`src/rs_defs.svh`:
```
`ifndef RS_DEFS_SVH
`define RS_DEFS_SVH

// function units, one reservation station row each
`define NUM_FU 4

// width of the index selecting a function unit
`define FU_IDX_BITS $clog2(`NUM_FU)

// physical register tag width
`define TAG_BITS 5

// physical register count covered by the scoreboard
`define NUM_TAGS (1 << `TAG_BITS)

`endif

```
`src/rs_types_pkg.sv`:
```
`include "rs_defs.svh"

package rs_types_pkg;

	// physical register name after rename
	typedef logic [`TAG_BITS-1:0] phys_tag_t;

	// selects one function unit and its row
	typedef logic [`FU_IDX_BITS-1:0] fu_idx_t;

	// operation kind, only latency depends on it
	typedef enum logic [2:0]
	{
		OP_ADD  = 3'd0,
		OP_SUB  = 3'd1,
		OP_AND  = 3'd2,
		OP_LOAD = 3'd3,
		OP_MUL  = 3'd4
	} opcode_t;

	// one reservation station entry
	typedef struct packed
	{
		// entry holds a waiting instruction
		logic      busy;
		opcode_t   opcode;
		// result tag, broadcast on completion
		phys_tag_t dest_tag;
		// first operand and its ready flag
		phys_tag_t src1_tag;
		logic      src1_ready;
		// second operand and its ready flag
		phys_tag_t src2_tag;
		logic      src2_ready;
	} rs_row_t;

endpackage

```
`src/rs_bus_pkg.sv`:
```
package rs_bus_pkg;

	// decoded, renamed instruction from dispatch
	typedef struct packed
	{
		rs_types_pkg::opcode_t   opcode;
		// target unit, also the row index
		rs_types_pkg::fu_idx_t   fu;
		rs_types_pkg::phys_tag_t dest_tag;
		rs_types_pkg::phys_tag_t src1_tag;
		rs_types_pkg::phys_tag_t src2_tag;
		// filled in by the scoreboard
		logic                    src1_ready;
		logic                    src2_ready;
	} dispatch_pkt_t;

	// what a unit needs once a row issues
	typedef struct packed
	{
		rs_types_pkg::opcode_t   opcode;
		rs_types_pkg::phys_tag_t dest_tag;
	} issue_pkt_t;

	// common data bus broadcast
	typedef struct packed
	{
		// one cycle pulse per completion
		logic                    valid;
		// unit that produced the result
		rs_types_pkg::fu_idx_t   fu;
		rs_types_pkg::phys_tag_t tag;
	} cdb_pkt_t;

endpackage

```
`src/dispatch_stage.sv`:
```
`include "rs_defs.svh"

module dispatch_stage
(
	input  logic                      clock,
	input  logic                      reset,
	input  logic                      dispatch_valid,
	input  rs_bus_pkg::dispatch_pkt_t dispatch_in,
	input  logic [`NUM_FU-1:0]        row_busy,
	input  rs_bus_pkg::cdb_pkt_t      cdb,
	output logic                      stall,
	output logic                      dispatch_write,
	output rs_bus_pkg::dispatch_pkt_t dispatch_out
);

	// one bit per physical register, set while its producer is in flight
	logic [`NUM_TAGS-1:0] pending;

	// operand readiness before and after the cdb bypass
	logic src1_pending;
	logic src2_pending;
	logic src1_on_cdb;
	logic src2_on_cdb;

	// target row still holds an older instruction
	logic target_busy;

	assign target_busy = row_busy[dispatch_in.fu];

	// only a presented instruction can stall
	assign stall = dispatch_valid && target_busy;

	// accepted this edge, row gets written at the same edge
	assign dispatch_write = dispatch_valid && !target_busy;

	// scoreboard lookup
	assign src1_pending = pending[dispatch_in.src1_tag];
	assign src2_pending = pending[dispatch_in.src2_tag];

	// producer finishing right now counts as ready
	assign src1_on_cdb = cdb.valid && (cdb.tag == dispatch_in.src1_tag);
	assign src2_on_cdb = cdb.valid && (cdb.tag == dispatch_in.src2_tag);

	always_comb
	begin
		dispatch_out = dispatch_in;
		dispatch_out.src1_ready = !src1_pending || src1_on_cdb;
		dispatch_out.src2_ready = !src2_pending || src2_on_cdb;
	end

	always_ff @(posedge clock)
	begin
		if (reset)
		begin
			// every register holds a committed value after reset
			pending <= '0;
		end
		else
		begin
			// completion clears the tag
			if (cdb.valid)
				pending[cdb.tag] <= 1'b0;
			// new producer marks its result as not yet available
			// set wins, a fresh dest tag is never the one on the cdb
			if (dispatch_write)
				pending[dispatch_in.dest_tag] <= 1'b1;
		end
	end

	// a broadcast tag must belong to an accepted, unfinished instruction
	cdb_tag_was_pending: assert property (
		@(posedge clock) disable iff (reset)
		cdb.valid |-> pending[cdb.tag]
	);

endmodule

```
`src/rs.sv`:
```
`include "rs_defs.svh"

module rs
(
	input  logic                                    clock,
	input  logic                                    reset,
	input  logic                                    dispatch_write,
	input  rs_bus_pkg::dispatch_pkt_t               dispatch_in,
	input  rs_bus_pkg::cdb_pkt_t                    cdb,
	input  logic [`NUM_FU-1:0]                      fu_busy,
	output logic [`NUM_FU-1:0]                      row_busy,
	output logic [`NUM_FU-1:0]                      issue,
	output rs_bus_pkg::issue_pkt_t [`NUM_FU-1:0]    issue_out
);

	// one row per function unit
	rs_types_pkg::rs_row_t rows [`NUM_FU];

	// rows targeted by this cycle's dispatch
	logic [`NUM_FU-1:0] write_sel;

	// rows with both operands in hand and an idle unit
	logic [`NUM_FU-1:0] can_issue;

	// cdb tag matches per row and operand
	logic [`NUM_FU-1:0] wake1;
	logic [`NUM_FU-1:0] wake2;

	always_comb
	begin
		for (int i = 0; i < `NUM_FU; i++)
		begin
			row_busy[i] = rows[i].busy;
			// decode of the target unit
			write_sel[i] = dispatch_write &&
				(dispatch_in.fu == rs_types_pkg::fu_idx_t'(i));
			// cam compare against the broadcast tag
			wake1[i] = cdb.valid && (rows[i].src1_tag == cdb.tag);
			wake2[i] = cdb.valid && (rows[i].src2_tag == cdb.tag);
			// operands woken this cycle wait for the next one
			can_issue[i] = rows[i].busy && rows[i].src1_ready &&
				rows[i].src2_ready && !fu_busy[i];
		end
	end

	// row table
	always_ff @(posedge clock)
	begin
		for (int i = 0; i < `NUM_FU; i++)
		begin
			if (reset)
			begin
				rows[i].busy <= 1'b0;
			end
			else if (write_sel[i])
			begin
				// dispatch already applied the cdb bypass
				rows[i].busy       <= 1'b1;
				rows[i].opcode     <= dispatch_in.opcode;
				rows[i].dest_tag   <= dispatch_in.dest_tag;
				rows[i].src1_tag   <= dispatch_in.src1_tag;
				rows[i].src1_ready <= dispatch_in.src1_ready;
				rows[i].src2_tag   <= dispatch_in.src2_tag;
				rows[i].src2_ready <= dispatch_in.src2_ready;
			end
			else if (can_issue[i])
			begin
				// leaves for the unit, row is free next cycle
				rows[i].busy <= 1'b0;
			end
			else
			begin
				// wakeup, harmless on a free row
				if (wake1[i])
					rows[i].src1_ready <= 1'b1;
				if (wake2[i])
					rows[i].src2_ready <= 1'b1;
			end
		end
	end

	// registered issue strobe, one cycle wide
	always_ff @(posedge clock)
	begin
		if (reset)
			issue <= '0;
		else
			issue <= can_issue;
	end

	// issue payload, only sampled under the strobe
	always_ff @(posedge clock)
	begin
		for (int i = 0; i < `NUM_FU; i++)
		begin
			if (can_issue[i])
			begin
				issue_out[i].opcode   <= rows[i].opcode;
				issue_out[i].dest_tag <= rows[i].dest_tag;
			end
		end
	end

	// dispatch must hold back while the target row is occupied
	no_write_to_busy_row: assert property (
		@(posedge clock) disable iff (reset)
		dispatch_write |-> !rows[dispatch_in.fu].busy
	);

endmodule

```
`src/completion_unit.sv`:
```
`include "rs_defs.svh"

module completion_unit
(
	input  logic                                    clock,
	input  logic                                    reset,
	input  logic [`NUM_FU-1:0]                      issue,
	input  rs_bus_pkg::issue_pkt_t [`NUM_FU-1:0]    issue_in,
	output logic [`NUM_FU-1:0]                      fu_busy,
	output rs_bus_pkg::cdb_pkt_t                    cdb
);

	// cycles left before a result may request the bus
	logic [1:0] count [`NUM_FU];

	// result tag held until granted
	rs_types_pkg::phys_tag_t tag [`NUM_FU];

	// bus requests and the single winner
	logic [`NUM_FU-1:0]      req;
	logic [`NUM_FU-1:0]      grant;
	rs_types_pkg::fu_idx_t   grant_idx;
	rs_types_pkg::phys_tag_t grant_tag;

	// execution latency minus one, the request cycle itself counts
	function automatic logic [1:0] latency(input rs_types_pkg::opcode_t op);
		case (op)
			rs_types_pkg::OP_LOAD: latency = 2'd1;
			rs_types_pkg::OP_MUL:  latency = 2'd2;
			default:               latency = 2'd0;
		endcase
	endfunction

	always_comb
	begin
		for (int i = 0; i < `NUM_FU; i++)
			req[i] = fu_busy[i] && (count[i] == 2'd0);
	end

	// fixed priority, lowest unit index wins
	always_comb
	begin
		grant     = '0;
		grant_idx = '0;
		grant_tag = '0;
		for (int i = 0; i < `NUM_FU; i++)
		begin
			if (req[i] && (grant == '0))
			begin
				grant[i]  = 1'b1;
				grant_idx = rs_types_pkg::fu_idx_t'(i);
				grant_tag = tag[i];
			end
		end
	end

	// unit state
	always_ff @(posedge clock)
	begin
		for (int i = 0; i < `NUM_FU; i++)
		begin
			if (reset)
			begin
				fu_busy[i] <= 1'b0;
			end
			else if (issue[i])
			begin
				fu_busy[i] <= 1'b1;
				count[i]   <= latency(issue_in[i].opcode);
				tag[i]     <= issue_in[i].dest_tag;
			end
			else if (grant[i])
			begin
				// result leaves on the bus, unit free again
				fu_busy[i] <= 1'b0;
			end
			else if (fu_busy[i] && (count[i] != 2'd0))
			begin
				count[i] <= count[i] - 2'd1;
			end
			// a losing requester just holds its result
		end
	end

	// registered bus
	always_ff @(posedge clock)
	begin
		if (reset)
		begin
			cdb.valid <= 1'b0;
		end
		else
		begin
			cdb.valid <= |grant;
			cdb.fu    <= grant_idx;
			cdb.tag   <= grant_tag;
		end
	end

	for (genvar g = 0; g < `NUM_FU; g++)
	begin : g_issue_chk
		// the station only issues to an idle unit
		no_issue_to_busy_unit: assert property (
			@(posedge clock) disable iff (reset)
			issue[g] |-> !fu_busy[g]
		);
	end

endmodule

```
`src/rs_top.sv`:
```
`include "rs_defs.svh"

module rs_top
(
	input  logic                      clock,
	input  logic                      reset,
	input  logic                      dispatch_valid,
	input  rs_bus_pkg::dispatch_pkt_t dispatch_in,
	output logic                      stall,
	output rs_bus_pkg::cdb_pkt_t      cdb
);

	// dispatch to station
	logic                      dispatch_write;
	rs_bus_pkg::dispatch_pkt_t dispatch_pkt;

	// station back to dispatch
	logic [`NUM_FU-1:0] row_busy;

	// station to units and back
	logic [`NUM_FU-1:0]                   issue;
	rs_bus_pkg::issue_pkt_t [`NUM_FU-1:0] issue_pkt;
	logic [`NUM_FU-1:0]                   fu_busy;

	// scoreboard, ready marking, stall
	dispatch_stage dispatch_i
	(
		.clock          (clock),
		.reset          (reset),
		.dispatch_valid (dispatch_valid),
		.dispatch_in    (dispatch_in),
		.row_busy       (row_busy),
		.cdb            (cdb),
		.stall          (stall),
		.dispatch_write (dispatch_write),
		.dispatch_out   (dispatch_pkt)
	);

	// reservation station
	rs rs_i
	(
		.clock          (clock),
		.reset          (reset),
		.dispatch_write (dispatch_write),
		.dispatch_in    (dispatch_pkt),
		.cdb            (cdb),
		.fu_busy        (fu_busy),
		.row_busy       (row_busy),
		.issue          (issue),
		.issue_out      (issue_pkt)
	);

	// latency model and cdb arbiter
	completion_unit completion_i
	(
		.clock    (clock),
		.reset    (reset),
		.issue    (issue),
		.issue_in (issue_pkt),
		.fu_busy  (fu_busy),
		.cdb      (cdb)
	);

endmodule

```
`config.mk`:
```
export PLATFORM = sky130hd
export DESIGN_NAME = rs_top
export DESIGN_NICKNAME = d
export VERILOG_FILES = /design/src/rs_types_pkg.sv /design/src/rs_bus_pkg.sv /design/src/dispatch_stage.sv /design/src/rs.sv /design/src/completion_unit.sv /design/src/rs_top.sv
export VERILOG_INCLUDE_DIRS = /design/src
export SDC_FILE = /design/constraint.sdc
export NUM_CORES = 1
export LEC_CHECK = 0
export BUFFER_PORTS_ARGS = -buffer_cell sky130_fd_sc_hd__buf_2
export CAP_MARGIN = 20
export CORE_UTILIZATION = 55
export CTS_CLUSTER_DIAMETER = 100
export DETAILED_ROUTE_END_ITERATION = 7
export PLACE_DENSITY = 0.79
export SYNTH_ARGS = -nofsm -noshare
export SYNTH_HDL_FRONTEND = slang
export SYNTH_SLANG_ARGS = --single-unit
```
`constraint.sdc`:
```
create_clock -name clock -period 2.2 [get_ports clock]
set_input_delay 0.22 -clock clock [delete_from_list [all_inputs] [get_ports clock]]
set_output_delay 0.22 -clock clock [all_outputs]
set_load 0.02 [all_outputs]
```
==> flow_summary.toml, run 1 <==
[route]
top_layer = "met4"
final_antenna_net_count = 0
first_iter_violations = 543
routed_via_density = 6.04
drt-total-wl_mm = 17.6
first_pass_iters = 5
met2_length_mm = 8.77
wl_met1_mm = 7.14
vias = 5139
avgRoutedWirePerCell_um = 20.7
dr_wl_met3_mm = 1.24
drc = 0

[sta]
finalWorstSetupSlack_ns = 0.102
setup_viol = 0
slew-limit-headroom = 0.455
fin_skew_ns = 0.00781
setup_tns_ns = 0
final_hold_viol_count = 0
period_share = 0.954
min_period_ns = 2.10
final_max_slew_viol_count = 0
fmax_ghz = 0.477
rsz0062_at_grt = "no"
tightestPinTransition_ns = 0.817

[synthesis]
synth_edf_count = 151
netlist_instances = 610
syn-cell-area_um2 = 8100
ys_seq_area_frac = 0.662
synth_warnings = 0
yosys-top-cells-area = "edfxtp_1 (56%), dfxtp_1 (10%), xor2_1 (3.5%)"
synth_top_area_cell = "edfxtp_1"
synth_flop_cell = "edfxtp_1"
synth-seq-cells = 192
async_reset_ff_frac = 0
syn_nets = 639
yosysUniqueCellTypes = 49
avgSynthCellArea_um2 = 13.3
synth_top_area_share = 0.560

[worst_setup_path]
cp.arrival_ns = 2.23
r2r_start = "rs_i.rows[0][20]"
startpoint_type = "flip-flop"
r2r_cells = 6
end_kind = "flip-flop"
critPathRequiredTime_ns = 2.34
critPathKind = "flip-flop to flip-flop"
crit_start = "rs_i.rows[0][20]"
critical_path.max_fanout = 18

[pwr]
peakVddDrop_v = 0.000530
sw_frac_of_total = 0.200
combinationalPowerShare = 0.050
p_switching_mw = 1.54
powerDensity_nw_per_um2 = 831
clock_power_share = 0.429
cellLeakagePower_nw = 3.37
seqPwrFrac = 0.521
power_mw = 7.69
power.internal_mw = 6.15

[global_route]
grt_start_max_net_pins = 35
grt_pass1_wl_mm = 27.6
antenna_found_initial = 0
grtUsageTotal = 0.252
grt_pass1_vias = 5078
grt_overflow = 0

[floorplan]
io_pins = 34
core_um2 = 14100
chipHeight_um = 123
die_w_um = 123
die_area_um2 = 15200
row_count = 43
start_util = 0.574

[flow_run]
maxCapViolCount = 0

[clocking]
htreeDepth = 4
insertion_delay_ns = 0.43
cts_tree = "built"
cts.sinks = 192
numCtsBuffers = 17
ctsHoldBuffers = 0
clockRootBuffer = "clkbuf_16"
clk_pin_slew_ns = 0.07
clock_tree.buffer_depth = 2

[hold_path]
hold_start = "dispatch_in[20]"
min_path_type = "input pin to flip-flop"
whs_path_depth = 1

[final_layout]
multi_input_area_um2 = 2510
stdcell_count = 851
seqCellArea_um2 = 5360
drive_above_1_share = 0.168
syn2layout_area_growth_pct = 14.3
final_nets = 687
fillCellCount = 981
antenna_cells = 0
final_core_util = 0.656

[placement]
portBuffers = 31
finalWeightedCongestion = 0.902
dp_worst_setup_slack_ns = 0.0297
dp.cells = 819
dp_hpwl_mm = 12.2

[outcome]
outcome = "finished, final reports clean"
[state kept, by name, indices dropped and copies added (netlist names)]
| name | cells |
|---|---|
| rs_i.issue_out | 32 |
| rs_i.rows | 84 |
| completion_i.cdb | 8 |
| completion_i.tag | 20 |
| dispatch_i.pending | 32 |
| rs_i.issue | 4 |
| completion_i.fu_busy | 4 |
| completion_i.count | 8 |
[power by group through the flow]
stage / sequential [mW] / clock, mW / combinational, mW
global route: 4.01 / 3.45 / 0.418
floorplan: 4.06 / 0 / 0.233
CTS: 4.00 / 3.32 / 0.384
finish: 4.00 / 3.30 / 0.387
global placement: 4.07 / 0 / 0.366
detailed placement: 4.08 / 0 / 0.381
[cell type report]
| type | instances | share of cell area |
|---|---|---|
| Multi-Input combinational cell | 363 | 0.272 |
| Sequential cell | 192 | 0.579 |
| Timing Repair Buffer | 57 | 0.0446 |
| Inverter | 27 | 0.0114 |
| Tap cell | 180 | 0.0243 |
| Clock inverter | 11 | 0.0203 |
| Clock buffer | 21 | 0.0487 |
[metrics by stage]
| step | instance area [um2] | hold WS [ns] |
|---|---|---|
| finish | 9250 | 0.0288 |
| global route | 9250 | 0.0288 |
| CTS | 9250 | 0.0187 |
| detailed placement | 8610 | 0.405 |
| global placement | 8610 | 0.403 |
| floorplan | 8100 | 0.319 |
[cell families after synthesis]
family / count (synthesis) / synth area share
buf+inv: 55 / 0.0286
fa+ha+maj: 4 / 0.00618
simple gates: 178 / 0.119
flops: 192 / 0.662
mux: 36 / 0.0620
compound gates: 95 / 0.0689
xor+xnor: 50 / 0.0541
[Yosys cell counts, drive strengths merged (14+ instances only)]
master  instances
o21ai          33
a21oi          38
inv            26
xnor2          18
nand2          64
nor3           14
dfxtp          41
edfxtp        151
xor2           32
nand3          14
nor2           24
mux2i          22
clkbuf         15
[worst max-delay path, stage by stage, from the launching register on]
cell and delay (ns):
edfxtp_1 0.44, mux4_2 0.53, nor3_2 0.18, nand2_1 0.07, or2_2 0.33, clkinvlp_4 0.10
buf_12 0.16
[cell usage in the layout (no fill, tap or decap), types with 4 or more instances in the layout]
cell / synthesis / routed
buf_12: 0 / 5
nand2_1: 64 / 64
nor4b_1: 5 / 5
buf_2: 2 / 31
or2_2: 4 / 4
nand2b_1: 5 / 5
nand3b_1: 8 / 8
o21ai_0: 33 / 33
mux4_2: 11 / 11
xor2_1: 32 / 32
a221o_1: 6 / 6
buf_4: 2 / 21
ha_1: 4 / 4
xnor2_1: 18 / 18
nor2b_1: 5 / 5
inv_1: 26 / 25
mux2i_1: 22 / 22
dfxtp_1: 41 / 41
nor3b_1: 5 / 5
a21oi_1: 38 / 38
o31ai_1: 4 / 4
nand3_1: 14 / 14
a22o_1: 5 / 5
bufinv_16: 0 / 5
clkbuf_16: 0 / 17
nor3_1: 13 / 12
nor2_1: 23 / 23
nand4_1: 8 / 8
edfxtp_1: 151 / 151
nand4b_1: 4 / 4
[per-layer routing]
metal | GRT usage | up-vias
met5 | 0 | -
met2 | 0.417 | 231
met4 | 0.108 | 0
met3 | 0.0530 | 40
met1 | 0.321 | 2529
li1 | - | 2339
[path summary, 6_finish.rpt]
path	to	slack, ns
min reg2reg	completion_i.tag[2][2]	0.42
max	rs_i.rows[2][16]	0.10
max reg2reg	rs_i.rows[2][16]	0.10
min	rs_i.rows[0][18]	0.03
[repair_timing]
action | CTS | global route
buffers inserted | 0 | 0
resized for setup | 0 | 1
endpoints found under the setup margin | 0 | 70
endpoints found under the hold margin | 0 | 0
No activity file was read; power rests on OpenSTA's default activity.
==> run 2: changes to the inputs <==
==> constraint.sdc (replaced) <==
create_clock -name clock -period 1.9 [get_ports clock]
set_input_delay 0.19 -clock clock [delete_from_list [all_inputs] [get_ports clock]]
set_output_delay 0.19 -clock clock [all_outputs]
set_load 0.02 [all_outputs]
==> run 2 against run 1 <==
  * The flow now finishes with violations (setup timing)
  * Critical path type unchanged
  * Maximum frequency shrank 0.20%
  * Combinational power up 42%
  * First-iteration DRC count up 13%
  * Clock power is 3% higher
==> flow_summary.toml, run 2 (same netlist as run 1, synthesis figures left out) <==
[pwr]
peakVddDrop_v = 0.000673
cellLeakagePower_nw = 3.55
powerDensity_nw_per_um2 = 884
power_mw = 8.56

[worst_setup_path]
critPathKind = "flip-flop to flip-flop"
r2r_cells = 7
crit_end = "dispatch_i.pending[18]"
critical_path.max_fanout = 7
startpoint_type = "flip-flop"
r2r_start = "rs_i.rows[3][20]"
critPathRequiredTime_ns = 2.25
end_kind = "flip-flop"
rrSetupSlack_ns = -0.20
cp.arrival_ns = 2.45
crit_start = "rs_i.rows[3][20]"
r2r_end = "dispatch_i.pending[18]"

[global_route]
met3_usage = 0.0521
grtUsageTotal = 0.245
grt_pass1_wl_mm = 26.6
grt_most_used_layer = "met2"
grt_pass1_vias = 5066
antenna_found_initial = 0
gr-usage-met1 = 0.316
groute.layer.met2.usage = 0.398
grt_start_max_net_pins = 34
grt_overflow = 0

[clocking]
htreeDepth = 4
clk_pin_slew_ns = 0.07
clock_tree.buffer_depth = 2
insertion_delay_ns = 0.43
cts.sinks = 192
cts_tree = "built"
clockRootBuffer = "clkbuf_16"
numCtsBuffers = 17

[floorplan]
start_util = 0.574
chipHeight_um = 123
die_area_um2 = 15200
io_pins = 34
row_count = 43
die_w_um = 123
core_um2 = 14100

[route]
routed_via_density = 6.03
first_pass_iters = 6
drt-total-wl_mm = 18.0
first_iter_violations = 613
avgRoutedWirePerCell_um = 20.5
vias = 5287
drc = 0
final_antenna_net_count = 0

[final_layout]
largest_reg_flops = 84
antenna_cells = 0
syn2layout_area_growth_pct = 19.6
final_nets = 713
drive_above_1_share = 0.248
reg_top3 = "rs_i.rows: 84 flops, dispatch_i.pending: 32 flops, rs_i.issue_out: 32 flops"
layout_common_cells = "edfxtp_1 (151), nand2_1 (53), dfxtp_1 (41)"
top_register = "rs_i.rows"
final_common_cell = "edfxtp_1"

[sta]
period_share = 1.11
fmax_ghz = 0.476
slew-limit-headroom = 0.544
tightestPinTransition_ns = 0.683
final_hold_viol_count = 0
setup_tns_ns = -8.69
final_max_slew_viol_count = 0
finalWorstSetupSlack_ns = -0.202
setup_viol = 90
rsz0062_at_grt = "yes"
whs_ns = 0.0424
min_period_ns = 2.10
fin_skew_ns = 0.00764

[outcome]
violations = "setup timing"
outcome = "finished, violations left"

[placement]
portBuffers = 31
finalWeightedCongestion = 0.865
dp_hpwl_mm = 11.9

[hold_path]
min_path_type = "input pin to flip-flop"

[flow_run]
maxCapViolCount = 0
==> run 2: cell types whose count changed in the layout (fill, tap and decap cells not counted), sizes merged <==
cell         before  now
buf              57   80
bufinv            5    1
clkbuf           21   20
clkinv            5    4
clkinvlp          3   10
dlygate4sd3       0    3
inv              25   24
==> run 2: worst min-delay path by stage <==
stage,from,end,cells past startpoint,slack (ns)
after floorplan,dispatch_in[10],rs_i.rows[0][10],0,0.29
after global placement,rs_i.rows[0][18],rs_i.issue_out[6],0,0.40
after detailed placement,rs_i.issue_out[1],completion_i.tag[0][1],0,0.40
after CTS,reset,rs_i.issue[2],2,0.03
after global routing,reset,rs_i.issue[2],2,0.03
final,reset,rs_i.issue[2],2,0.04
==> run 2: timing repair <==
action                                 4_1_cts  5_1_grt
setup endpoints to repair                  113      115
pin swaps                                    9       13
hold buffers                                 3        0
cloned                                       1        0
setup buffers                                7        2
endpoints found under the hold margin       12        0
gates resized for setup                     18       28
==> run 2: power by group <==
group	internal [mW]	total, mW	leakage, nW	switching [mW]
combinational	0.226	0.549	1.57	0.323
sequential	4.58	4.62	1.71	0.0368
clock	1.88	3.39	0.261	1.51
==> run 2: final cells by class <==
cell class / instances / area (um2)
Inverter: 27 / 116
Fill cell: 901 / 4420
Sequential cell: 192 / 5360
Multi-Input combinational cell: 363 / 2650
Clock inverter: 12 / 111
Clock buffer: 20 / 457
Timing Repair Buffer: 83 / 768
Tap cell: 180 / 225
==> run 2: critical path, cell delays in order, from the launching register on <==
cell      delay [ns]
edfxtp_1        0.40
mux4_2          0.54
buf_6           0.15
or2_4           0.29
nor3b_4         0.20
buf_6           0.16
nand2_1         0.08
a21oi_2         0.19
==> run 2: per-layer routing <==
| metal | up-vias | routed length [um] |
|---|---|---|
| met3 | 43 | 1360 |
| met1 | 2570 | 7150 |
| met5 | - | 0 |
| met2 | 279 | 8980 |
| li1 | 2395 | - |
| met4 | 0 | 492 |
==> run 2: through the flow <==
step           instances  cell area [um2]  utilization  worst slack [ns]
6_report             877             9680        0.687            -0.202
5_1_grt              877             9680        0.687            -0.263
4_1_cts              875             9580        0.679            -0.141
3_5_place_dp         832             8820        0.626            -0.206
3_3_place_gp         832             8820        0.626            -0.119
2_1_floorplan        610             8120            -           -0.0776
